File: src/hw/ex_pkg.sv
package ex_pkg;

    localparam int WORD_W = 32;

    // instruction field positions
    localparam int SHAMT_LSB = 6;
    localparam int RT_LSB = 16;

    typedef logic [WORD_W-1:0] word_t;
    typedef logic [2*WORD_W-1:0] dword_t;
    typedef logic [4:0] reg_idx_t;

    localparam reg_idx_t LINK_REG = 5'd31;
    localparam reg_idx_t ZERO_REG = 5'd0;

    typedef enum logic [7:0] {
        ALUOP_NOP    = 8'h00,
        // arithmetic and compare
        ALUOP_ADD    = 8'h01,
        ALUOP_ADDI   = 8'h02,
        ALUOP_ADDU   = 8'h03,
        ALUOP_ADDIU  = 8'h04,
        ALUOP_SUB    = 8'h05,
        ALUOP_SUBU   = 8'h06,
        ALUOP_SLT    = 8'h07,
        ALUOP_SLTI   = 8'h08,
        ALUOP_SLTU   = 8'h09,
        ALUOP_SLTIU  = 8'h0a,
        // logic and shifts
        ALUOP_AND    = 8'h10,
        ALUOP_ANDI   = 8'h11,
        ALUOP_OR     = 8'h12,
        ALUOP_ORI    = 8'h13,
        ALUOP_XOR    = 8'h14,
        ALUOP_XORI   = 8'h15,
        ALUOP_NOR    = 8'h16,
        ALUOP_LUI    = 8'h17,
        ALUOP_SLL    = 8'h18,
        ALUOP_SLLV   = 8'h19,
        ALUOP_SRL    = 8'h1a,
        ALUOP_SRLV   = 8'h1b,
        ALUOP_SRA    = 8'h1c,
        ALUOP_SRAV   = 8'h1d,
        // links
        ALUOP_JAL    = 8'h20,
        ALUOP_JALR   = 8'h21,
        ALUOP_BGEZAL = 8'h22,
        ALUOP_BLTZAL = 8'h23,
        // hi/lo unit
        ALUOP_MFHI   = 8'h30,
        ALUOP_MFLO   = 8'h31,
        ALUOP_MTHI   = 8'h32,
        ALUOP_MTLO   = 8'h33,
        ALUOP_MULT   = 8'h34,
        ALUOP_MULTU  = 8'h35,
        ALUOP_DIV    = 8'h36,
        ALUOP_DIVU   = 8'h37,
        // loads and stores
        ALUOP_LB     = 8'h40,
        ALUOP_LBU    = 8'h41,
        ALUOP_LH     = 8'h42,
        ALUOP_LHU    = 8'h43,
        ALUOP_LW     = 8'h44,
        ALUOP_SB     = 8'h45,
        ALUOP_SH     = 8'h46,
        ALUOP_SW     = 8'h47
    } aluop_e;

endpackage

File: src/hw/hilo_bypass_if.sv
`timescale 1ns/1ps

interface hilo_bypass_if import ex_pkg::*; ();

    logic  hi_we;
    word_t hi_data;
    logic  lo_we;
    word_t lo_data;

    modport source (
        output hi_we, hi_data, lo_we, lo_data
    );

    modport sink (
        input hi_we, hi_data, lo_we, lo_data
    );

endinterface

File: src/hw/hilo_forward.sv
`timescale 1ns/1ps

module hilo_forward import ex_pkg::*; (
    input  aluop_e               aluop_i,
    input  word_t                hilo_data_i,
    hilo_bypass_if.sink          mem_bp,
    hilo_bypass_if.sink          wb_bp,
    output word_t                hilo_fwd_o
);

    always_comb begin
        hilo_fwd_o = hilo_data_i;
        if (aluop_i == ALUOP_MFHI) begin
            if (mem_bp.hi_we) begin
                hilo_fwd_o = mem_bp.hi_data;
            end else if (wb_bp.hi_we) begin
                hilo_fwd_o = wb_bp.hi_data;
            end
        end else begin
            // lo side, newest stage first
            if (mem_bp.lo_we) begin
                hilo_fwd_o = mem_bp.lo_data;
            end else if (wb_bp.lo_we) begin
                hilo_fwd_o = wb_bp.lo_data;
            end
        end
    end

endmodule

File: src/flat_wrapper.sv
// flat-port wrapper written by rule: the top's interface ports become plain ports
module hilo_forward_flat import ex_pkg::*;
  (aluop_i, hilo_data_i, hilo_fwd_o, mem_bp_hi_we, mem_bp_hi_data, mem_bp_lo_we, mem_bp_lo_data, wb_bp_hi_we, wb_bp_hi_data, wb_bp_lo_we, wb_bp_lo_data);
  hilo_bypass_if mem_bp_i ();
  hilo_bypass_if wb_bp_i ();
  input  aluop_e aluop_i;
  input  word_t hilo_data_i;
  output word_t hilo_fwd_o;
  input wire logic [$bits(mem_bp_i.hi_we)-1:0] mem_bp_hi_we;
  input wire logic [$bits(mem_bp_i.hi_data)-1:0] mem_bp_hi_data;
  input wire logic [$bits(mem_bp_i.lo_we)-1:0] mem_bp_lo_we;
  input wire logic [$bits(mem_bp_i.lo_data)-1:0] mem_bp_lo_data;
  input wire logic [$bits(wb_bp_i.hi_we)-1:0] wb_bp_hi_we;
  input wire logic [$bits(wb_bp_i.hi_data)-1:0] wb_bp_hi_data;
  input wire logic [$bits(wb_bp_i.lo_we)-1:0] wb_bp_lo_we;
  input wire logic [$bits(wb_bp_i.lo_data)-1:0] wb_bp_lo_data;
  assign mem_bp_i.hi_we = mem_bp_hi_we;
  assign mem_bp_i.hi_data = mem_bp_hi_data;
  assign mem_bp_i.lo_we = mem_bp_lo_we;
  assign mem_bp_i.lo_data = mem_bp_lo_data;
  assign wb_bp_i.hi_we = wb_bp_hi_we;
  assign wb_bp_i.hi_data = wb_bp_hi_data;
  assign wb_bp_i.lo_we = wb_bp_lo_we;
  assign wb_bp_i.lo_data = wb_bp_lo_data;
  hilo_forward u_core (.aluop_i(aluop_i), .hilo_data_i(hilo_data_i), .mem_bp(mem_bp_i), .wb_bp(wb_bp_i), .hilo_fwd_o(hilo_fwd_o));
endmodule
File: config.mk
export PLATFORM = sky130hd
export DESIGN_NAME = hilo_forward_flat
export DESIGN_NICKNAME = d
export VERILOG_FILES = /design/src/hw/ex_pkg.sv /design/src/hw/hilo_bypass_if.sv /design/src/hw/hilo_forward.sv /design/src/flat_wrapper.sv
export SDC_FILE = /design/constraint.sdc
export NUM_CORES = 1
export LEC_CHECK = 0
export ABC_AREA = 1
export BUFFER_PORTS_ARGS = -buffer_cell sky130_fd_sc_hd__clkbuf_2
export CAP_MARGIN = 10
export CELL_PAD_IN_SITES_DETAIL_PLACEMENT = 1
export CELL_PAD_IN_SITES_GLOBAL_PLACEMENT = 2
export CORE_MARGIN = 2
export CORE_UTILIZATION = 15
export DETAILED_ROUTE_END_ITERATION = 6
export GPL_ROUTABILITY_DRIVEN = 0
export PLACE_DENSITY_LB_ADDON = 0.1
export SLEW_MARGIN = 5
export SYNTH_ARGS = -nofsm -noshare
export SYNTH_HDL_FRONTEND = slang
export SYNTH_SLANG_ARGS = --single-unit
export TNS_END_PERCENT = 30
File: constraint.sdc
create_clock -name vclk -period 0.9
set_input_delay 0.09 -clock vclk [all_inputs]
set_output_delay 0.09 -clock vclk [all_outputs]
set_load 0.02 [all_outputs]
### Word level (Yosys, flattened, before mapping)

Cells that the tools add are included.

| cells by class | value |
|---|---|
| mux-type cells | 5 |
| equal/unequal tests | 1 |

Operators with widths:

| operator | number |
|---|---|
| $mux 32 | 5 |
| $eq 8x6->1 const B | 1 |

| storage, ports and cells | value |
|---|---|
| input port bits | 172 |
| output and inout port bits | 32 |
| flip-flop bits (word level) | 0 |

### Depth between registers and ports, before layout

Gate-level depths: netlist of run 1.

| depth | value |
|---|---|
| depth after elaboration | 3 |
| mapped depth | 8 |
| depth with buffers taken out | 7 |

### Least setup slack after synthesis of run 1

No wires, ideal clock.

| timing | value |
|---|---|
| path type | input to output |
| start point | in aluop_i[3] |
| end point | out hilo_fwd_o[10] |
| data arrival time | 0.772 ns |
| data required time | 0.810 ns |
| stages | 6 |
| setup slack | 0.038 ns |
| cell sequence | nor2_2 nand2_2 nor2_8 buf_6 nand2_1 nand2_1 |

| between the ends | value |
|---|---|
| longest elaborated chain between the ends | 2 |

Ends and longest elaborated chain:

| what | RTL line | RTL |
|---|---|---|
| start: declaration | flat_wrapper.sv:6 | `input aluop_e aluop_i;` |
| $eq 8x6->1 | hilo_forward.sv:13 | `if (aluop_i == ALUOP_MFHI) begin` |
| $mux 32 | hilo_forward.sv:13 |  |
| end: declaration | flat_wrapper.sv:8 | `output word_t hilo_fwd_o;` |

No other way between the ends.

### Worst setup path in the final report of run 1

| timing | value |
|---|---|
| start point | in aluop_i[0] |
| end point | out hilo_fwd_o[31] |

Same word-level chain as after synthesis.

==> impl_results.md, run 1 <==
* FFs & Latches at 0
* Final TNS setup at -6.78 ns
* Initial Util at ~15%
* Min-Delay Path Class: in -> out
* Seq/Total Area, Yosys at 0%
* Max_slew headroom at 85.7%
* Number of post-CTS setup repair buffers at 0
* Placed cell areas at about 3700 um^2
* CP Capture Point: hilo_fwd_o[31]
* Die width at 130 um
* Largest stage delay on the critical path at ~0.21 ns
* Unrepaired setup endpoints after global routing: yes
* Mapped Cells at roughly 560
* Final-layout clock buffer total at 0
* Unique cell type count in the Yosys netlist at 13
* Net Sw Frac at a little over half
* Static leakage at slightly below 0.003 uW
* Total track usage at 15.2%
* Final Power at between 2000 and 2500 uW
* Layout cells sized above 1 at a little over a third
* Net Switching at roughly 1100 uW
* Post-Syn Area at around 2400 um^2
* Worst setup path start: aluop_i[0]
* Crit. path cell count at 8
* Clock share of power at 0%
* Data required time of the worst path at ~0.81 ns
* Max Clk Rate at about 870 MHz
* Max IR drop VDD at roughly 0.19 mV
* Run status: complete, but fails checks
* Crit path buf inv count at 3
* Global-route wire length before repair at 20.4 mm
* Vias per cell at a little under 4
* Worst-path fanout max at 11
* Hold Startpoint: mem_bp_lo_data[11]
* Sequential cell area at 0 um^2
* Largest net degree at the start of global routing at 33
* Port Buffers at 204
* Final worst slack at -0.251 ns
* Fin area at around 4300 um^2
* Total gr overflow at 0
* # IOs at a little over 200
* WL/cell at about 14 um
* Routed vias at roughly 3800
* Slowest cell on crit path: clkbuf_16
* Worst path arrival time at between 1 and 1.5 ns
* CP cell instances: buf_6 > nor2_4 > nand2_4 > nor2_8 > clkbuf_16 > nand2_1 > nand2_1 > clkbuf_8
* Drt pass-1 iters at 4
* Worst Setup End Kind: output port
* # diodes at 0
* Startpoint types: primary input
* CP dominant cell by count: nand2_1
* Int Pwr at roughly 980 uW
* Worst slew pin tran at around 0.21 ns
* Final hold vios at 0
* Yosys warning count at 0
* Power Density at 480 nW/um^2
* CP Class: in -> out
* Initial antenna violation count at 0
* DR DRC count at 0
* Sequential power share at 0%
* Die height at 130 um
* CP top delay family: simple AND/OR/NAND/NOR gates
* Final net count at around 940
* Comb pwr share at 100.0%
* Core area at approximately 16000 um^2
* Detail Route Antenna Nets at 0
* DP HPWL at 10.8 mm
* Row count at between 40 and 50
* Final WL at 14.2 mm
* Max Cap Viol at 0
* Drt initial violations at between 100 and 150
* Die Area at 16900 um^2
* Finish-stage setup viols at 32
* Vias in the first global route at a little over 4000
* Failing checks: negative setup slack
* Crit path time final at between 1 and 1.5 ns
* Area Overhead vs Synth at 80.8%
* Post-synthesis net count at around 730
* Final Slew Violations at 0
* Synthesized area per cell at about 4.2 um^2
* Final Cycle Share at 128%
-- what timing repair did --
item	CTS	global route
gates resized for setup	64	65
gates cloned	0	5
hold buffers	0	0
pin swaps	9	14
setup endpoints to repair	32	32
-- cells in the mapped netlist --
master	number	share of area (%)
nand3_1	64	13
inv_4	2	0.53
inv_1	97	15
buf_4	14	4.4
inv_2	4	0.63
nor2_8	1	0.84
nor2_2	2	0.53
nand2_2	2	0.53
nor2_1	1	0.16
buf_6	12	5.7
buf_2	8	1.7
nand2_1	353	56
nand2_4	1	0.47
-- power by group through the flow --
| stage | combinational [uW] | sequential, uW | clock (uW) |
|---|---|---|---|
| 2_1_floorplan | 952 | 0 | 0 |
| 3_3_place_gp | 1770 | 0 | 0 |
| 3_5_place_dp | 1760 | 0 | 0 |
| 4_1_cts | 1960 | 0 | 0 |
| 5_1_grt | 2290 | 0 | 0 |
| 6_report | 2060 | 0 | 0 |
-- logic make-up (layout without fill, tap and decap cells) --
family | after synthesis | in the layout | share of synthesized area [%]
simple gates | 424 | 424 | 71.7
buf+inv | 137 | 338 | 28.3
-- cells in the final DEF (no fill, tap or decap), types with 2 or more instances in the layout --
master     count
nand2_1      327
inv_4          2
clkbuf_2     167
buf_4         13
buf_8          8
inv_2          4
clkbuf_16      5
nand2_2       19
nand2_4        9
buf_12        11
nor2_4         3
buf_6         11
nand3_1       64
clkbuf_8      19
inv_1         96
-- layout make-up --
class | count | area [um^2]
inverters | 103 | 397
multi-input cells | 424 | 1840
fillers | 2195 | 11400
repair buffers | 235 | 1790
well taps | 216 | 270
-- per-layer routing --
metal / routed length, um / track usage (%) / vias to the layer above
li1: - / - / 2022
met1: 6750 / 21.7 / 1681
met2: 6580 / 26.4 / 126
met3: 837 / 1.39 / 0
met4: 0 / 0 / 0
met5: 0 / 0 / -
-- through the flow --
step	util, %	worst slack [ns]	instances	hold slack, ns
after floorplan	-	0.0376	561	0.427
after CTS	25.4	-0.248	973	0.594
after global placement	23.7	-0.267	973	0.598
after global routing	27.4	-0.308	978	0.625
after detailed placement	23.7	-0.260	973	0.595
final	27.4	-0.251	978	0.588
-- worst min-delay path by stage --
stage                      to  slack (ns)  cells after the start
3_5_place_dp   hilo_fwd_o[20]        0.60                      6
5_1_grt        hilo_fwd_o[11]        0.63                      6
3_3_place_gp    hilo_fwd_o[6]        0.60                      6
2_1_floorplan  hilo_fwd_o[30]        0.43                      4
4_1_cts        hilo_fwd_o[20]        0.59                      6
6_report       hilo_fwd_o[11]        0.59                      6
-- tightest hold or removal path: stages --
cell      delay [ns]
clkbuf_2        0.08
nand2_1         0.04
nand2_1         0.05
nand2_1         0.05
nand2_2         0.07
buf_8           0.10
No activity file was read; power rests on OpenSTA's default activity.
==> run 2, diff against run 1 <==
--- a/config.mk
+++ b/config.mk
@@ -14,5 +14,4 @@
 export CORE_UTILIZATION = 15
 export DETAILED_ROUTE_END_ITERATION = 6
-export GPL_ROUTABILITY_DRIVEN = 0
 export PLACE_DENSITY_LB_ADDON = 0.1
 export SLEW_MARGIN = 5
==> constraint.sdc (replaced) <==
create_clock -name vclk -period 0.9
set_input_delay 0.18 -clock vclk [all_inputs]
set_output_delay 0.18 -clock vclk [all_outputs]
set_load 0.02 [all_outputs]
==> run 2 against run 1 <==
The flow still finishes with violations (negative setup slack). Worst hold slack better by 0.17 ns. Largest cell class unchanged. Via count fell by 1.4%. Count of clock-buffer cells in the layout unchanged. Highest routed layer unchanged. Die area unchanged. Setup slack got worse by 0.12 ns. Critical path depth increased by 1.
==> impl_results.md, run 2 (same netlist as run 1, synthesis figures left out) <==
* Worst-path fanout max at 14 (+3)
* Data required time of the worst path at 0.72 ns (-0.09 ns)
* Max_slew headroom at 89.3% (+3.6 points)
* # IOs at 204 (unchanged)
* Routed vias at 3774 (-1.4%)
* Final net count at 930 (-0.64%)
* Sequential power share at 0% (unchanged)
* Initial Util at 15.1% (unchanged)
* Power Density at 483 nW/um^2 (+0.54%)
* Int Pwr at 956 uW (-2.6%)
* # diodes at 0 (unchanged)
* Core area at 15700 um^2 (unchanged)
* Comb pwr share at 100.0% (about the same)
* Layout fillers at 2152 (-2.0%)
* Largest net degree at the start of global routing at 24 (-27%)
* Worst Setup End Kind: output port
* DR DRC count at 0 (unchanged)
* Area Overhead vs Synth at 73.8%
* DP HPWL at 10.7 mm (-1.4%)
* Final hold vios at 0 (unchanged)
* Final-layout clock buffer total at 0 (unchanged)
* Drt pass-1 iters at 6 (+2)
* Failing checks: negative setup slack
* Non-Filler Instances at 972 (-0.61%)
* Crit path time final at 1.27 ns (+0.123 ns)
* Max IR drop VDD at 0.179 mV (-6.8%)
* Commonest non-fill, non-tap cell in the layout: nand2_1
* Net Switching at 1040 uW (-4.0%)
* Vias per cell at 3.88 (-0.83%)
* Die height at 130 um (unchanged)
* Vias in the first global route at 4086 (+0.94%)
* Final Slew Violations at 0 (unchanged)
* Setup Slack @ Placement at -0.428 ns (-0.168 ns)
* Row count at 46 (unchanged)
* Die Area at 16900 um^2 (unchanged)
* Initial antenna violation count at 0 (unchanged)
* WL/cell at 13.4 um (-7.5%)
* Net Sw Frac at 52.0% (-0.38 points)
* Worst slew pin tran at 0.161 ns (-0.0534 ns)
* Static leakage at 0.00282 uW (-3.9%)
* Max Cap Viol at 0 (unchanged)
* Final WL at 13.0 mm (-8.0%)
* Total track usage at 15.2% (unchanged)
* Routability cong. at roughly 0.80
* Final Cycle Share at 142% (+14 points)
* Worst path arrival time at 1.09 ns (+0.03 ns)
* Run status: complete, but fails checks
* Final worst slack at -0.374 ns (-0.123 ns)
* Detail Route Antenna Nets at 0 (unchanged)
* Placed Cells incl. Taps at 972 (-0.10%)
* CP Class: in -> out
* Die width at 130 um (unchanged)
* Sequential cell area at 0 um^2 (unchanged)
* Drt initial violations at 80 (-42%)
* Unrepaired setup endpoints after global routing: yes
* Port Buffers at 204 (unchanged)
* Startpoint types: primary input
* Finish-stage setup viols at 32 (unchanged)
* Total gr overflow at 0 (unchanged)
* Most frequent cells in the layout: nand2_1 (311), clkbuf_2 (170), inv_1 (96), nand3_1 (64), nand2_2 (42)
* Max Clk Rate at 785 MHz (-9.6%)
* Hold_ws at 0.755 ns (+0.167 ns)
* Min-Delay Path Class: in -> out
* Post-layout util at 26.3% (-1.1 points)
* Clock share of power at 0% (unchanged)
* Global-route wire length before repair at 20.6 mm (+0.74%)
* Layout cells sized above 1 at 37.7% (+1.6 points)
* FFs & Latches at 0 (unchanged)
[run 2: cell count changes in the layout (fill, tap and decap cells not counted), moves of 2 or more]
cell / before / now
clkbuf_2: 167 / 170
clkbuf_8: 19 / 14
nor2_4: 3 / 1
nor2_2: 0 / 2
buf_12: 11 / 14
buf_6: 11 / 8
nand2_2: 19 / 42
nand2_4: 9 / 3
nand2_1: 327 / 311
clkbuf_16: 5 / 0
[run 2: metrics by stage]
step	power [uW]	area, um^2	setup TNS, ns
after floorplan	1010	2460	-3.02
after detailed placement	1800	3830	-12.94
after global placement	1800	3830	-12.76
final	1990	4130	-11.40
after CTS	1970	4050	-12.20
after global routing	2240	4130	-13.89
[run 2: cell type report]
class                           count  area (um^2)  share of cell area, %
Inverter                          103          392                   9.48
Multi-Input combinational cell    424         1830                   44.2
Tap cell                          216          270                   6.54
Timing Repair Buffer              229         1640                   39.7
[run 2: layer usage]
layer	share of wire, %	vias to the layer above	wire length (um)	GRT usage (%)
met5	0	-	0	0
met4	0	0	0	0
met3	5.2	0	678	1.56
met2	49	114	6400	29.1
met1	46	1654	5960	19.4
li1	-	2006	-	-
[run 2: worst max-delay path: stages]
cell and delay [ns]:
clkbuf_2 0.09, nor2_2 0.10, nand2_2 0.11, inv_2 0.09
nand2_4 0.06, buf_12 0.15, nand2_1 0.10, nand2_2 0.05
buf_4 0.15
[run 2: final timing paths]
check | start | end | slack (ns) | depth (start not counted)
worst max-delay path | aluop_i[3] | hilo_fwd_o[0] | -0.37 | 9
worst min-delay path | mem_bp_hi_data[28] | hilo_fwd_o[28] | 0.75 | 6
[run 2: power by group through the flow]
| stage | sequential (uW) | clock [uW] | combinational [uW] |
|---|---|---|---|
| floorplan | 0 | 0 | 1010 |
| global placement | 0 | 0 | 1800 |
| detailed placement | 0 | 0 | 1800 |
| CTS | 0 | 0 | 1970 |
| global route | 0 | 0 | 2240 |
| finish | 0 | 0 | 1990 |
[run 2: what timing repair did]
item,in CTS,in global routing
buffers inserted,0,0
pin swaps,0,1
setup endpoints to repair,32,32
hold buffers,0,0
gates resized for setup,51,46
==> run 3, diff against run 2 <==
- BUFFER_PORTS_ARGS: -buffer_cell sky130_fd_sc_hd__clkbuf_2 -> -buffer_cell sky130_fd_sc_hd__buf_2
- TNS_END_PERCENT: 30 -> default
==> run 3 against run 2 <==
The run still ends with negative setup slack left. Setup slack got worse by 0.040 ns. Count of clock-buffer cells in the layout did not move. Sequential cell count is the same. First-iteration DRC count down 14%. Critical path depth did not move. Utilization up 2.3 points. Total power is 4.4% higher. Maximum frequency fell by 3.1%. Global-route usage shrank 0.10 points. Final area rose by 8.6%. Critical path type unchanged. Largest cell class unchanged. Highest routed layer unchanged.
==> impl_results.md, run 3 (same netlist as run 1, synthesis figures left out) <==
* Run status: complete, but fails checks
* Failing checks: negative setup slack
* Drt pass-1 iters at 4 (-2)
* Placed Cells incl. Taps at 974 (+0.21%)
* Total track usage at 15.1% (-0.10 points)
* Final WL at 13.8 mm (+5.5%)
* Vias in the first global route at 4044 (-1.0%)
* WL/cell at 14.0 um (+4.4%)
* # IOs at 204 (unchanged)
* Routability cong. at 0.802 (+0.50%)
* Max IR drop VDD at 0.164 mV (-8.2%)
* Most frequent cells in the layout: nand2_1 (285), buf_2 (165), inv_1 (96), nand3_1 (62), nand2_2 (50)
* Unrepaired setup endpoints after global routing: yes
* Max Clk Rate at 761 MHz (-3.1%)
* Finish-stage setup viols at 32 (unchanged)
* Commonest non-fill, non-tap cell in the layout: nand2_1
* Worst setup path start: aluop_i[6]
* Startpoint types: primary input
* Final Cycle Share at 146% (+4.5 points)
* FFs & Latches at 0 (unchanged)
* Final net count at 939 (+0.97%)
* Static leakage at 0.00301 uW (+6.7%)
* Worst-path fanout max at 5 (-9)
* Hold Startpoint: mem_bp_lo_data[14]
* Max_slew headroom at 83.9% (-5.3 points)
* Final Slew Violations at 0 (unchanged)
* Crit path time final at 1.31 ns (+0.0405 ns)
* Detail Route Antenna Nets at 0 (unchanged)
* Final worst slack at -0.414 ns (-0.0405 ns)
* Max Cap Viol at 0 (unchanged)
* Worst path arrival time at 1.13 ns (+0.04 ns)
* Data required time of the worst path at 0.72 ns (about the same)
* Power Density at 464 nW/um^2 (-3.9%)
* DP HPWL at 10.6 mm (about the same)
* Worst slew pin tran at 0.241 ns (+0.0801 ns)
* DR DRC count at 0 (unchanged)
* CP Class: in -> out
* Initial Util at 15.1% (unchanged)
* Non-Filler Instances at 982 (+1.0%)
* Layout cells sized above 1 at 42.1% (+4.4 points)
* Global-route wire length before repair at 20.5 mm (-0.37%)
* Final-layout clock buffer total at 0 (unchanged)
* Final TNS setup at -12.23 ns (-0.830 ns)
* Largest net degree at the start of global routing at 25 (+4.2%)
* Core area at 15700 um^2 (unchanged)
* Die height at 130 um (unchanged)
* Die Area at 16900 um^2 (unchanged)
* Final hold vios at 0 (unchanged)
* Area Overhead vs Synth at 88.8%
* Sequential cell area at 0 um^2 (unchanged)
* Vias per cell at 3.91 (+0.66%)
* Worst Setup End Kind: output port
* Min-Delay Path Class: in -> out
* Port Buffers at 204 (unchanged)
* Row count at 46 (unchanged)
* Initial antenna violation count at 1 (+1)
* Die width at 130 um (unchanged)
* Drt initial violations at 69 (-14%)
* Total gr overflow at 0 (unchanged)
* Routed vias at 3838 (+1.7%)
-- run 3: cell types whose count changed in the layout (fill, tap and decap cells not counted), moves of 14 or more --
cell / change
buf_2: +163
buf_6: +31
clkbuf_2: -170
clkbuf_8: -14
nand2_1: -26
nand2_4: +17
-- run 3: repair_timing --
action,in CTS,in global routing
setup endpoints to repair,32,32
hold buffers,0,0
pin swaps,7,23
gates cloned,2,3
resized for setup,86,30
buffers inserted,2,0
-- run 3: area by class of cell --
| class | count | area, um^2 |
|---|---|---|
| antenna | 1 | 2.50 |
| fill | 2114 | 11200 |
| inverter | 103 | 404 |
| multi-input combinational | 424 | 2010 |
| tap | 216 | 270 |
| timing repair buffer | 237 | 1790 |
| timing repair inverter | 1 | 6.26 |
-- run 3: per-layer routing --
layer,wire length (um),up-vias,part of all wire (%),track usage (%)
met5,0,-,0,0
met4,0,0,0,0.190
met3,770,0,5.6,2.01
met2,6890,105,50,28.7
met1,6090,1705,44,19.2
li1,-,2028,-,-
-- run 3: worst paths after layout --
path / slack (ns) / end / cells past startpoint
worst max-delay path: -0.41 / hilo_fwd_o[12] / 9
worst min-delay path: 0.74 / hilo_fwd_o[14] / 6
-- run 3: critical path, stage by stage --
cell       delay (ns)
buf_6            0.09
nor2_4           0.11
nand2_4          0.08
nor2_8           0.14
buf_12           0.14
clkbuf_16        0.16
nand2_4          0.04
nand2_2          0.07
buf_6            0.11
-- run 3: stage by stage --
stage / instance area [um^2] / util, % / setup WS [ns] / hold slack, ns / total power (uW)
floorplan: 2610 / - / -0.0788 / 0.581 / 1080
finish: 4490 / 28.6 / -0.414 / 0.744 / 2080
global placement: 3950 / 25.1 / -0.437 / 0.774 / 1870
detailed placement: 3950 / 25.1 / -0.444 / 0.780 / 1860
global route: 4490 / 28.5 / -0.465 / 0.779 / 2310
CTS: 4300 / 27.4 / -0.393 / 0.750 / 2090
-- run 3: power breakdown --
part           switching, uW    leakage, uW  total [uW]  internal [uW]
sequential                 0              0           0              0
clock                      0  0.00000000634    0.000148       0.000148
combinational           1110        0.00301        2080            970
