==> config.mk <==
export PLATFORM = sky130hd
export DESIGN_NAME = seq_divider
export DESIGN_NICKNAME = d
export VERILOG_FILES = /design/src/hw/ex_pkg.sv /design/src/hw/seq_divider.sv
export SDC_FILE = /design/constraint.sdc
export NUM_CORES = 1
export LEC_CHECK = 0
export BUFFER_PORTS_ARGS = -buffer_cell sky130_fd_sc_hd__buf_4
export CORE_MARGIN = 3
export CORE_UTILIZATION = 31
export CTS_CLUSTER_SIZE = 10
export DETAILED_ROUTE_END_ITERATION = 12
export PLACE_DENSITY_LB_ADDON = 0.15
export SLEW_MARGIN = 20
export SYNTH_ARGS = -nofsm -noshare
export SYNTH_HDL_FRONTEND = slang
export SYNTH_SLANG_ARGS = --single-unit
==> constraint.sdc <==
create_clock -name clk -period 7.53 [get_ports clk]
set_input_delay 0.3765 -clock clk [delete_from_list [all_inputs] [get_ports clk]]
set_output_delay 0.3765 -clock clk [all_outputs]
set_load 0.01 [all_outputs]
==> src/hw/ex_pkg.sv <==
package ex_pkg;

    localparam int WORD_W = 32;

    // instruction field positions
    localparam int SHAMT_LSB = 6;
    localparam int RT_LSB = 16;

    typedef logic [WORD_W-1:0] word_t;
    typedef logic [2*WORD_W-1:0] dword_t;
    typedef logic [4:0] reg_idx_t;

    localparam reg_idx_t LINK_REG = 5'd31;
    localparam reg_idx_t ZERO_REG = 5'd0;

    typedef enum logic [7:0] {
        ALUOP_NOP    = 8'h00,
        // arithmetic and compare
        ALUOP_ADD    = 8'h01,
        ALUOP_ADDI   = 8'h02,
        ALUOP_ADDU   = 8'h03,
        ALUOP_ADDIU  = 8'h04,
        ALUOP_SUB    = 8'h05,
        ALUOP_SUBU   = 8'h06,
        ALUOP_SLT    = 8'h07,
        ALUOP_SLTI   = 8'h08,
        ALUOP_SLTU   = 8'h09,
        ALUOP_SLTIU  = 8'h0a,
        // logic and shifts
        ALUOP_AND    = 8'h10,
        ALUOP_ANDI   = 8'h11,
        ALUOP_OR     = 8'h12,
        ALUOP_ORI    = 8'h13,
        ALUOP_XOR    = 8'h14,
        ALUOP_XORI   = 8'h15,
        ALUOP_NOR    = 8'h16,
        ALUOP_LUI    = 8'h17,
        ALUOP_SLL    = 8'h18,
        ALUOP_SLLV   = 8'h19,
        ALUOP_SRL    = 8'h1a,
        ALUOP_SRLV   = 8'h1b,
        ALUOP_SRA    = 8'h1c,
        ALUOP_SRAV   = 8'h1d,
        // links
        ALUOP_JAL    = 8'h20,
        ALUOP_JALR   = 8'h21,
        ALUOP_BGEZAL = 8'h22,
        ALUOP_BLTZAL = 8'h23,
        // hi/lo unit
        ALUOP_MFHI   = 8'h30,
        ALUOP_MFLO   = 8'h31,
        ALUOP_MTHI   = 8'h32,
        ALUOP_MTLO   = 8'h33,
        ALUOP_MULT   = 8'h34,
        ALUOP_MULTU  = 8'h35,
        ALUOP_DIV    = 8'h36,
        ALUOP_DIVU   = 8'h37,
        // loads and stores
        ALUOP_LB     = 8'h40,
        ALUOP_LBU    = 8'h41,
        ALUOP_LH     = 8'h42,
        ALUOP_LHU    = 8'h43,
        ALUOP_LW     = 8'h44,
        ALUOP_SB     = 8'h45,
        ALUOP_SH     = 8'h46,
        ALUOP_SW     = 8'h47
    } aluop_e;

endpackage

==> src/hw/seq_divider.sv <==
`timescale 1ns/1ps

module seq_divider import ex_pkg::*; #(
    parameter int DIV_CYCLES = 33
) (
    input  logic  clk,
    input  logic  rst_n_i,
    input  logic  start_i,
    input  logic  signed_i,
    input  word_t dividend_i,
    input  word_t divisor_i,
    output word_t quotient_o,
    output word_t remainder_o,
    output logic  done_o
);

    localparam int CNT_W = $clog2(DIV_CYCLES);

    typedef enum logic [1:0] {
        S_IDLE,
        S_BUSY,
        S_DONE
    } state_e;

    state_e          state;
    logic [CNT_W-1:0] cnt;
    word_t           quo;
    word_t           rem;
    word_t           dsor;
    logic            neg_q;
    logic            neg_r;
    word_t           dividend_mag;
    word_t           divisor_mag;
    logic [WORD_W:0] trial;

    assign dividend_mag = (signed_i && dividend_i[WORD_W-1]) ? -dividend_i : dividend_i;
    assign divisor_mag  = (signed_i && divisor_i[WORD_W-1]) ? -divisor_i : divisor_i;

    // shift in next dividend bit and try to subtract
    assign trial = {rem, quo[WORD_W-1]} - {1'b0, dsor};

    always_ff @(posedge clk) begin
        if (!rst_n_i) begin
            state <= S_IDLE;
            cnt   <= '0;
        end else begin
            case (state)
                S_IDLE: begin
                    if (start_i) begin
                        state <= S_BUSY;
                        cnt   <= '0;
                    end
                end
                S_BUSY: begin
                    cnt <= cnt + 1'b1;
                    if (cnt == CNT_W'(DIV_CYCLES - 2)) begin
                        state <= S_DONE;
                    end
                end
                default: state <= S_IDLE;
            endcase
        end
    end

    always_ff @(posedge clk) begin
        if (state == S_IDLE && start_i) begin
            quo   <= dividend_mag;
            rem   <= '0;
            dsor  <= divisor_mag;
            neg_q <= signed_i && (dividend_i[WORD_W-1] != divisor_i[WORD_W-1]);
            neg_r <= signed_i && dividend_i[WORD_W-1];
        end else if (state == S_BUSY && int'(cnt) < WORD_W) begin
            // restoring step, extra cycles beyond the word width just wait
            if (!trial[WORD_W]) begin
                rem <= trial[WORD_W-1:0];
                quo <= {quo[WORD_W-2:0], 1'b1};
            end else begin
                rem <= {rem[WORD_W-2:0], quo[WORD_W-1]};
                quo <= {quo[WORD_W-2:0], 1'b0};
            end
        end
    end

    // truncate toward zero, remainder follows dividend
    assign quotient_o  = neg_q ? -quo : quo;
    assign remainder_o = neg_r ? -rem : rem;
    assign done_o      = (state == S_DONE);

endmodule

==> Word level (Yosys, flattened, before mapping) <==
Cells that the tools add are included.
{ "totals": {"output_inout_bits": 65, "word_cells": 43, "regBits": 106, "in_bits": 68} }
{ "op_classes": {"addsub": 6, "muxes": 13, "n_eq_ne": 6, "reduce_logical": 10, "magnitude_cmp": 1} }
{ "ops": {"columns": ["op", "n"], "rows": [
  ["$mux W32", 7],
  ["$neg A32 Y32", 4],
  ["$sub A33 B32 Y33", 1],
  ["$pmux W6 S2", 1],
  ["$add A6 B1 Y6 const B", 1],
  ["$eq A6 B5 Y1 const B", 1],
  ["$lt A6 B6 Y1 const B", 1],
  ["$mux W6", 1],
  ["$logic_and A1 B1 Y1", 5],
  ["$mux W2", 2],
  ["$ne A2 B2 Y1 const B", 2],
  ["$pmux W2 S2", 1],
  ["$reduce_and A2 Y1", 2],
  ["$reduce_bool A2 Y1", 2],
  ["$eq A2 B1 Y1 const B", 1],
  ["$eq A2 B2 Y1 const B", 1],
  ["$logic_not A2 Y1", 1],
  ["$mux W1", 1],
  ["$ne A1 B1 Y1", 1]
]} }

==> Depth between registers and ports, before layout <==
Gate-level depths: netlist of the first run.
{ "depth": {"word_depth": 4, "mapped_depth": 14, "ltp_nobuf": 12} }

==> Worst setup path before layout of the first run <==
Ideal clock, no wire load.
{ "synth_timing": {"path_kind": "reg-to-reg", "start": "register quo[31]", "end": "register rem[27]", "t_required_ns": 7.401, "arrival_time_ns": 3.155, "setup_ns": 0.129, "setup_slack_ns": 4.246, "path_stages_with_launch": 15, "path_cell_list": "edfxtp_1 > inv_1 > ha_1 > fa_1 > nand2b_1 > a21oi_1 > o21ba_2 > o21ai_1 > a2111oi_2 > nor2_1 > o311ai_2 > buf_4 > buf_2 > a2bb2oi_1 > o21ai_0"} }
{ "synth_via": {"elab_chain_cells": 2} }
{ "synth_rtl": {"columns": ["element", "line", "rtl"], "rows": [
  ["start: declaration", "seq_divider.sv:27", "word_t quo;"],
  ["start signal: assignment", "seq_divider.sv:67", "quo <= dividend_mag;"],
  ["start signal: assignment", "seq_divider.sv:76", "quo <= {quo[WORD_W-2:0], 1'b1};"],
  ["start signal: assignment", "seq_divider.sv:79", "quo <= {quo[WORD_W-2:0], 1'b0};"],
  ["$sub A33 B32 Y33", "seq_divider.sv:40", "assign trial = {rem, quo[WORD_W-1]} - {1'b0, dsor};"],
  ["$mux W32", "seq_divider.sv:74", "if (!trial[WORD_W]) begin"],
  ["end signal: assignment", "seq_divider.sv:75", "rem <= trial[WORD_W-1:0];"],
  ["end signal: assignment", "seq_divider.sv:78", "rem <= {rem[WORD_W-2:0], quo[WORD_W-1]};"],
  ["end: declaration", "seq_divider.sv:28", "word_t rem;"]
]} }
No other way between the ends.
A chain may end at the register's enable or synchronous reset.

==> Worst setup path after layout of the first run <==
{ "layout_timing": {"start": "register quo[31]", "end": "register rem[0]"} }
{ "layout_via": {"elab_chain_cells": 2} }
{ "layout_rtl": {"columns": ["element", "line"], "rows": [
  ["$sub A33 B32 Y33", "seq_divider.sv:40"],
  ["$mux W32 *", "seq_divider.sv:74"]
]} }
Mark *: on every way between the ends. The rest lies on a longest branch, timed or not.

==> flow_metrics.py, run 1 <==
metrics = {
    "run_status": {
        "status": "complete, no violations",
    },
    "clock_network": {
        "cts_tree": "built",
        "ctsResizeCount": 0,
        "ctsHoldBuffers": 0,
        "cts_root_buf": "clkbuf_16",
        "post_cts_buffers": 0,
        "htree_levels": 3,
        "clk_latency_ns": 0.36,
        "cts_buffers": 9,
        "path_clk_slew_ns": 0.08,
        "cts_buffer_depth": 2,
        "cts.sinks": 106,
    },
    "sta": {
        "setup_viol": 0,
        "worst_slew_pin_slew_ns": 0.954,
        "hold_violations": 0,
        "setup_slack_ns": 3.04,
        "layout_min_cycle_time_ns": 4.49,
        "max_slew_margin_pct": 36.2,
        "clock_skew_ns": 0.00818,
        "finalMaxSlewViolations": 0,
        "post-route-period-util_pct": 59.6,
        "setup_tns_ns": 0,
        "max_freq_mhz": 223,
        "rsz0062_at_grt": "no",
    },
    "global_routing": {
        "top_usage_layer": "met2",
        "grt_usage_pct": 16.3,
        "gr-total-overflow": 0,
        "grt_pass1_wl_um": 37900,
        "met1_usage_pct": 22.2,
        "grt_max_degree": 66,
        "grt_pass1_vias": 7072,
        "antenna_found_initial": 0,
        "gr-usage-met3_pct": 3.16,
        "use_met2_pct": 27.0,
    },
    "pwr": {
        "powerDensity_nw_per_um2": 336,
        "power.leakage_nw": 4.03,
        "power_mw": 3.37,
        "vdd_drop_max_mv": 0.111,
    },
    "cells_and_area": {
        "register_area_um2": 2780,
        "nets": 1223,
        "drive_above_1_share_pct": 16.2,
        "area_growth_pct": 20.0,
        "final_common_cell": "buf_4",
        "nFillCells": 2764,
        "multiInputGateArea_um2": 5230,
        "layout_common_cells": "buf_4, nand2_1, o21ai_0",
        "antenna_cells": 0,
        "final_cells": 1457,
    },
    "yosys": {
        "syn-num-nets": 1107,
        "syn_area_per_cell_um2": 8.36,
        "ys.flop_type": "edfxtp_1",
        "synthArstFlopShare_pct": 0,
        "ys_ff_latch": 106,
        "synth_area_um2": 8370,
        "synth.distinct_cells": 62,
        "synth-seq-area-share_pct": 33.3,
        "syn_inst": 1001,
        "synth_edf_count": 66,
        "yosys_warnings": 0,
    },
    "floorplan": {
        "num_io_pins": 133,
        "die_h_um": 170,
        "fp.dieW_um": 170,
        "coreArea_um2": 26300,
        "initial_core_util_pct": 31.8,
        "dieArea_um2": 29000,
        "core.rowCount": 59,
    },
    "detailed_routing": {
        "post-route-drc-count": 0,
        "dr.pass1.iters": 5,
        "vias": 7411,
        "antenna_left": 0,
        "wl_per_cell_um": 16.3,
        "wl_um": 23800,
        "vias_per_cell": 5.09,
        "drt_iter0_drc": 390,
    },
    "setup_path": {
        "end_kind": "flip-flop",
        "critPathLaunchType": "flip-flop",
        "crit_fanout": 26,
        "crit_path_max_incr_delay_ns": 0.87,
        "crit_chain": "inv_1 > ha_1 > fa_1 > nand2b_1 > a21oi_1 > o21ba_2 > o21ai_1 > a2111oi_2 > nor2_1 > o311ai_4 > buf_4 > mux2_2 > o22ai_1",
        "cp.arrival_ns": 4.76,
        "worstSetupPathType": "flip-flop to flip-flop",
        "cp_slowest_cell": "o311ai_4",
        "crit_required_ns": 7.81,
    },
    "placement": {
        "dpl.cell_count": 1440,
        "numPortBuffers": 132,
        "hpwl_um": 18100,
        "dp_slack_ns": 3.04,
        "gp_congestion": 0.785,
    },
    "job": {
        "max_cap_viol_count": 0,
    },
    "min_path": {
        "min_path_type": "primary input to flip-flop",
    },
}
## critical path, delay by kind of cell, from the launching register on
| kind | cells | cell delay, ns |
|---|---|---|
| AND/OR/NAND/NOR | 2 | 0.35 |
| AO/OA/AOI/OAI | 6 | 2.14 |
| flip-flops | 1 | 0.37 |
| multiplexers | 1 | 0.39 |
| buffers and inverters | 2 | 0.55 |
| adder cells (fa/ha/maj) | 2 | 0.60 |
## synthesized netlist by cell type (4+ instances only)
master / number / area, µm²
a211oi_1: 4 / 30.0
a21o_1: 8 / 60.1
a21oi_1: 66 / 330
a2bb2oi_1: 5 / 43.8
a31oi_1: 12 / 75.1
and2_1: 6 / 37.5
and3_1: 5 / 31.3
buf_1: 6 / 22.5
buf_2: 4 / 20.0
clkbuf_1: 26 / 97.6
dfxtp_1: 40 / 801
edfxtp_1: 66 / 1980
ha_1: 37 / 463
inv_1: 58 / 218
mux2i_1: 25 / 250
nand2_1: 128 / 480
nand2b_1: 13 / 81.3
nand3_1: 18 / 90.1
nand4_1: 9 / 56.3
nor2_1: 61 / 229
nor3_1: 18 / 90.1
nor4_1: 14 / 87.6
o211ai_1: 6 / 45.0
o21a_1: 5 / 37.5
o21ai_0: 115 / 576
o31ai_1: 22 / 165
o41ai_1: 11 / 96.3
or2_2: 4 / 25.0
or3_1: 14 / 87.6
or4_1: 9 / 67.6
xnor2_1: 95 / 832
xor2_1: 47 / 412
## per-stage QoR
stage,utilization [%],instance area [µm²],hold WS (ns)
after floorplan,-,8370,0.444
after global placement,37.0,9720,0.474
after detailed placement,37.0,9720,0.478
after CTS,38.1,10000,0.235
after global routing,38.2,10000,0.241
final,38.2,10000,0.255
## flip-flops by register name, summed over array words and instances, names as in the netlist
signal and flops:
dsor 32, quo 32, rem 32, cnt 6, state 2, neg_q 1
neg_r 1
## path summary, 6_finish.rpt
path | start | end | slack, ns | cells after the start
setup / recovery | quo[31] | rem[0] | 3.04 | 13
setup reg to reg | quo[31] | rem[0] | 3.04 | 13
hold reg to reg | cnt[3] | cnt[3] | 0.49 | 1
hold / removal | rst_n_i | cnt[5] | 0.25 | 2
## layout make-up
cell class                 instances  area share [%]
sequential                       106            27.7
tap                              335            4.18
clock buffer                      10            2.38
inverter                          58            2.17
clock inverter                     6           0.486
multi-input combinational        798            52.1
timing repair buffer             144            11.0
## logic make-up after synthesis
| family | count (synthesis) | share of synthesized area, % |
|---|---|---|
| simple gates | 312 | 17.7 |
| flops | 106 | 33.3 |
| buf+inv | 97 | 4.55 |
| fa+ha+maj | 38 | 5.77 |
| mux | 27 | 3.26 |
| compound gates | 279 | 20.6 |
| xor+xnor | 142 | 14.9 |
## report_power, final
part / leakage (nW) / switching (mW) / internal [mW]
registers: 0.973 / 0.158 / 0.740
logic: 2.92 / 1.07 / 0.931
clock network: 0.137 / 0.234 / 0.238
total: 4.03 / 1.47 / 1.91
## per-layer routing
metal / up-vias / wire, µm
met5: - / 0
met4: 0 / 246
li1: 3811 / -
met1: 3431 / 11400
met2: 158 / 11000
met3: 11 / 1120
Note: power is estimated with default switching activity, not from simulation.
==> inputs of run 2 (changes only) <==
==> constraint.sdc (replaced) <==
create_clock -name clk -period 4.7 [get_ports clk]
set_input_delay 0.235 -clock clk [delete_from_list [all_inputs] [get_ports clk]]
set_output_delay 0.235 -clock clk [all_outputs]
set_load 0.01 [all_outputs]
==> run 2 against run 1 <==
Global-route usage is 0.17 points lower. Register-to-register slack worse by 2.1 ns. Flip-flop and latch count did not move. Highest routed layer unchanged. Sequential power up 61%. Cell area about the same. Critical path depth shrank 4. Worst hold slack worse by 0.15 ns. Utilization hardly changed.
==> flow_metrics.py, run 2 (synthesis gave the netlist of run 1 again) <==
metrics = {
    "global_routing": {
        "gr-total-overflow": 0,
        "grt_pass1_wl_um": 37600,
        "antenna_found_initial": 0,
        "grt_max_degree": 66,
        "grt_usage_pct": 16.1,
        "grt_pass1_vias": 7012,
    },
    "cells_and_area": {
        "largestRegisters": "dsor (32), quo (32), rem (32)",
        "final_common_cell": "buf_4",
        "nFillCells": 2761,
        "final_cells": 1457,
        "area_growth_pct": 20.1,
        "antenna_cells": 0,
        "layout_common_cells": "buf_4, nand2_1, o21ai_0",
        "fin_area_um2": 10000,
        "nets": 1223,
        "drive_above_1_share_pct": 16.1,
    },
    "clock_network": {
        "ctsHoldBuffers": 0,
        "post_cts_buffers": 0,
        "cts_buffers": 9,
        "path_clk_slew_ns": 0.08,
        "clk_latency_ns": 0.35,
        "cts_tree": "built",
        "htree_levels": 3,
        "cts.sinks": 106,
        "ctsResizeCount": 0,
        "cts_buffer_depth": 2,
        "cts_root_buf": "clkbuf_16",
    },
    "sta": {
        "worst_hold_slack_ns": 0.109,
        "rsz0062_at_grt": "no",
        "clock_skew_ns": 0.0101,
        "max_freq_mhz": 264,
        "post-route-period-util_pct": 80.5,
        "max_slew_margin_pct": 33.3,
        "setup_viol": 0,
        "finalMaxSlewViolations": 0,
        "hold_violations": 0,
        "layout_min_cycle_time_ns": 3.78,
        "setup_tns_ns": 0,
        "worst_slew_pin_slew_ns": 0.998,
    },
    "job": {
        "max_cap_viol_count": 0,
    },
    "detailed_routing": {
        "dr.pass1.iters": 5,
        "wl_per_cell_um": 16.2,
        "drt_iter0_drc": 381,
        "post-route-drc-count": 0,
        "vias_per_cell": 5.04,
        "antenna_left": 0,
        "wl_um": 23700,
        "vias": 7337,
    },
    "floorplan": {
        "coreArea_um2": 26300,
        "fp.dieW_um": 170,
        "core.rowCount": 59,
        "num_io_pins": 133,
        "die_h_um": 170,
        "dieArea_um2": 29000,
        "initial_core_util_pct": 31.8,
    },
    "placement": {
        "dpl-instance-area_um2": 9720,
        "dpl.cell_count": 1440,
        "hpwl_um": 18100,
        "gp_congestion": 0.796,
        "numPortBuffers": 132,
    },
    "run_status": {
        "status": "complete, no violations",
    },
    "pwr": {
        "seq_power_share_pct": 26.6,
        "internal_power_mw": 3.11,
        "clockPowerShare_pct": 14.9,
        "power.leakage_nw": 4.05,
        "vdd_drop_max_mv": 0.234,
        "pwr-share-comb_pct": 58.5,
        "switching_share_pct": 43.0,
        "power_mw": 5.46,
        "powerDensity_nw_per_um2": 544,
        "p_sw_mw": 2.35,
    },
    "setup_path": {
        "worstSetupPathType": "flip-flop to primary output",
        "critPathLaunchType": "flip-flop",
        "cp.arrival_ns": 3.55,
        "end_kind": "primary output",
        "crit_required_ns": 4.47,
        "crit_fanout": 5,
    },
    "min_path": {
        "min_path_type": "primary input to flip-flop",
    },
}
[run 2: cell count changes in the layout (fill, tap and decap cells not counted)]
| cell | change |
|---|---|
| nor3b_1 | +1 |
| buf_8 | +1 |
| clkinvlp_4 | -2 |
| inv_8 | -1 |
| clkbuf_8 | -1 |
| nor3b_2 | -1 |
| inv_6 | +1 |
| clkbuf_16 | +2 |
| clkinv_4 | +1 |
| buf_16 | -1 |
[run 2: power groups by stage]
stage,registers [mW],logic [mW],clock network (mW)
global route,1.48,3.54,0.872
global placement,1.47,3.22,0
CTS,1.45,3.23,0.836
finish,1.45,3.20,0.813
floorplan,1.37,2.16,0
detailed placement,1.47,3.22,0
[run 2: area by class of cell]
class                   instances  area (µm²)  share of cell area, %
clock buffers                  11         275                   2.74
repair buffers                144        1090                   10.8
flip-flops and latches        106        2780                   27.7
multi-input cells             798        5220                   52.0
well taps                     335         419                   4.17
clock inverters                 5        40.0                  0.399
inverters                      58         218                   2.17
[run 2: through the flow]
stage / utilization, % / setup WS, ns
CTS: 38.2 / 0.882
floorplan: - / 1.42
global route: 38.2 / 0.588
finish: 38.2 / 0.918
global placement: 37.0 / 1.12
detailed placement: 37.0 / 0.974
[run 2: per-layer routing]
metal  track usage, %  vias to the layer above  routed length, µm  part of all wire [%]
li1                 -                     3828                  -                     -
met1             22.8                     3352              11600                    49
met2             26.2                      147              10700                    45
met3             2.67                       10               1130                   4.8
met4             3.14                        0                181                  0.76
met5                0                        -                  0                     0
[run 2: path summary, 6_finish.rpt]
| kind | startpoint | endpoint | slack [ns] | cells after the start |
|---|---|---|---|---|
| setup reg to reg | quo[31] | rem[25] | 0.97 | 13 |
| hold / removal | rst_n_i | cnt[5] | 0.11 | 2 |
| setup / recovery | quo[3] | quotient_o[25] | 0.92 | 9 |
| hold reg to reg | cnt[4] | cnt[4] | 0.49 | 1 |
[run 2: worst max-delay path, cell delays in order (launching register included)]
cell and delay [ns]:
edfxtp_1 0.48, nor3_4 0.25, nand3_1 0.14, or4_1 0.49, or3_1 0.38, or3_1 0.36, or3_1 0.43, o31ai_1 0.31
xnor2_1 0.19, buf_4 0.16
==> inputs of run 3 (changes only) <==
--- a/config.mk
+++ b/config.mk
@@ -5,6 +5,7 @@
 export SDC_FILE = /design/constraint.sdc
 export NUM_CORES = 1
 export LEC_CHECK = 0
+export ABC_AREA = 1
 export BUFFER_PORTS_ARGS = -buffer_cell sky130_fd_sc_hd__buf_4
 export CORE_MARGIN = 3
 export CORE_UTILIZATION = 31
==> constraint.sdc (replaced) <==
create_clock -name clk -period 3.1 [get_ports clk]
set_input_delay 0.155 -clock clk [delete_from_list [all_inputs] [get_ports clk]]
set_output_delay 0.155 -clock clk [all_outputs]
set_load 0.01 [all_outputs]
==> run 3 against run 2 <==
Flip-flop and latch count did not move. Wire length rose by 44%. Final cell count rose by 53%. Via count rose by 41%. Sequential share of layout area fell by 4.7 points. Sequential power rose by 50%. Synthesized cell count rose by 66%. Utilization fell by 0.48 points. Combinational power rose by 120%. First-iteration DRC count rose by 76%. Area after synthesis rose by 22%. Critical path type unchanged.
==> flow_metrics.py, run 3 <==
metrics = {
    "yosys": {
        "syn_area_per_cell_um2": 6.18,
        "ys.flop_type": "edfxtp_1",
        "synth_most_common_cell": "nand2_1",
        "synth_common_cells": "nand2_1, inv_1, nor2_1, nand3_1, xor2_1",
        "synth_edf_count": 66,
        "yosys_warnings": 0,
        "synth_area_leaders": "nand2_1, edfxtp_1, inv_1",
        "synth_area_um2": 10200,
        "synth-seq-area-share_pct": 27.2,
        "syn_inst": 1659,
        "synthArstFlopShare_pct": 0,
        "synth.distinct_cells": 44,
        "ys_ff_latch": 106,
        "syn-num-nets": 1765,
        "netlist.area_leader.share_pct": 19.7,
        "yosysTopAreaCell": "nand2_1",
    },
    "cells_and_area": {
        "area_growth_pct": 18.0,
        "nets": 1897,
        "final_common_cell": "nand2_1",
        "drive_above_1_share_pct": 11.9,
        "layout_common_cells": "nand2_1, inv_1, buf_4",
        "final_util_pct": 37.7,
        "final_cells": 2231,
        "antenna_cells": 0,
        "largestRegisters": "dsor (32), quo (32), rem (32)",
    },
    "global_routing": {
        "grt_usage_pct": 19.3,
        "grt_max_degree": 38,
        "grt_pass1_wl_um": 54500,
        "grt_pass1_vias": 10200,
        "antenna_found_initial": 0,
        "gr-total-overflow": 0,
    },
    "clock_network": {
        "htree_levels": 3,
        "ctsResizeCount": 0,
        "cts_buffer_depth": 2,
        "cts_buffers": 9,
        "clk_latency_ns": 0.38,
        "cts.sinks": 106,
        "cts_root_buf": "clkbuf_16",
        "path_clk_slew_ns": 0.08,
        "cts_tree": "built",
    },
    "sta": {
        "finalMaxSlewViolations": 0,
        "clock_skew_ns": 0.00748,
        "max_slew_margin_pct": 28.6,
        "setup_viol": 0,
        "rsz0062_at_grt": "no",
        "worst_slew_pin_slew_ns": 1.06,
        "max_freq_mhz": 355,
        "setup_tns_ns": 0,
        "layout_min_cycle_time_ns": 2.82,
        "hold_violations": 0,
        "worst_hold_slack_ns": 0.0352,
        "post-route-period-util_pct": 91.0,
    },
    "detailed_routing": {
        "drt_iter0_drc": 672,
        "wl_per_cell_um": 15.3,
        "antenna_left": 0,
        "dr.pass1.iters": 8,
        "post-route-drc-count": 0,
        "wl_um": 34200,
        "vias": 10400,
        "vias_per_cell": 4.64,
    },
    "min_path": {
        "worstHoldEndpoint": "cnt[4]",
        "min_path_type": "primary input to flip-flop",
        "min_path_cells": 3,
        "hp-start": "rst_n_i",
    },
    "pwr": {
        "powerDensity_nw_per_um2": 864,
        "seq_power_share_pct": 20.7,
        "switching_share_pct": 51.0,
        "p_sw_mw": 5.33,
        "clockPowerShare_pct": 12.7,
        "internal_power_mw": 5.11,
        "power.leakage_nw": 6.41,
        "vdd_drop_max_mv": 0.505,
        "pwr-share-comb_pct": 66.5,
    },
    "setup_path": {
        "worstSetupPathType": "flip-flop to primary output",
        "crit_fanout": 5,
        "cp.arrival_ns": 2.66,
        "end_kind": "primary output",
        "reg2reg_slack_ns": 0.35,
        "critPathLaunchType": "flip-flop",
        "r2r_cells": 15,
        "worstSetupStartpoint": "rem[0]",
        "worstReg2RegEnd": "quo[0]",
        "r2r-start": "quo[31]",
        "crit_required_ns": 2.94,
    },
    "placement": {
        "gp_congestion": 0.917,
        "hpwl_um": 28300,
        "numPortBuffers": 132,
        "dpl.cell_count": 2213,
    },
    "floorplan": {
        "initial_core_util_pct": 32.0,
        "fp.dieW_um": 188,
        "core.rowCount": 65,
        "coreArea_um2": 32000,
        "die_h_um": 188,
        "num_io_pins": 133,
        "dieArea_um2": 35300,
    },
    "run_status": {
        "status": "complete, no violations",
    },
    "job": {
        "max_cap_viol_count": 0,
    },
}
## run 3: changes by cell type after synthesis, sizes merged, moves of 50 or more
| cell | delta |
|---|---|
| nand3 | +128 |
| xnor2 | -79 |
| xor2 | +50 |
| nand2 | +423 |
| inv | +253 |
| nor2 | +98 |
## run 3: power by group through the flow
stage | combinational, mW | clock (mW) | sequential [mW]
after CTS | 6.96 | 1.35 | 2.16
after global routing | 7.74 | 1.39 | 2.20
after global placement | 6.93 | 0 | 2.19
after detailed placement | 6.92 | 0 | 2.19
final | 6.95 | 1.33 | 2.17
after floorplan | 4.41 | 0 | 2.07
## run 3: repair_timing
action / CTS / global route
hold buffers: 1 / 0
buffers inserted: 0 / 1
hold endpoints to repair: 1 / 0
endpoints found under the setup margin: 0 / 3
## run 3: worst max path at each step
stage,to,slack [ns],depth (start not counted)
final,remainder_o[22],0.28,10
after floorplan,quo[21],0.89,5
after global routing,remainder_o[24],0.02,10
after detailed placement,quo[0],0.35,15
after global placement,quo[0],0.41,15
after CTS,quotient_o[22],0.21,12
## run 3: metrics by stage
step / area (µm²) / setup WS (ns) / total power, mW
global placement: 11800 / 0.414 / 9.12
global route: 12100 / 0.0228 / 11.3
finish: 12100 / 0.280 / 10.4
CTS: 12100 / 0.207 / 10.5
detailed placement: 11800 / 0.351 / 9.11
floorplan: 10200 / 0.895 / 6.48
## run 3: area by class of cell
type	count	area, µm²
inverter	311	1170
clock inverter	7	100
timing repair buffer	156	1170
fill	3553	19900
multi-input combinational	1207	6100
tap	435	544
clock buffer	9	225
sequential	106	2780
## run 3: routing by layer
layer	part of all wire (%)	wire length [µm]	global-route usage (%)
met5	0	0	0
met4	1.8	600	5.25
met3	4.6	1570	2.21
met2	48	16600	34.1
met1	45	15400	24.9
## run 3: cells by family after synthesis
family          count (synthesis)  synth area share [%]
simple gates                  935                  38.7
compound gates                121                  6.40
buf+inv                       346                  13.3
fa+ha+maj                      38                  4.71
flops                         106                  27.2
xor+xnor                      113                  9.66
## run 3: worst max-delay path, cell delays in order (launching register included)
cell and delay (ns):
dfxtp_1 0.37, inv_1 0.15, ha_1 0.20, inv_1 0.08
nor2_1 0.19, nand3_1 0.17, nor2_1 0.26, a21oi_1 0.17
a21oi_2 0.31, xor2_1 0.24, buf_4 0.16
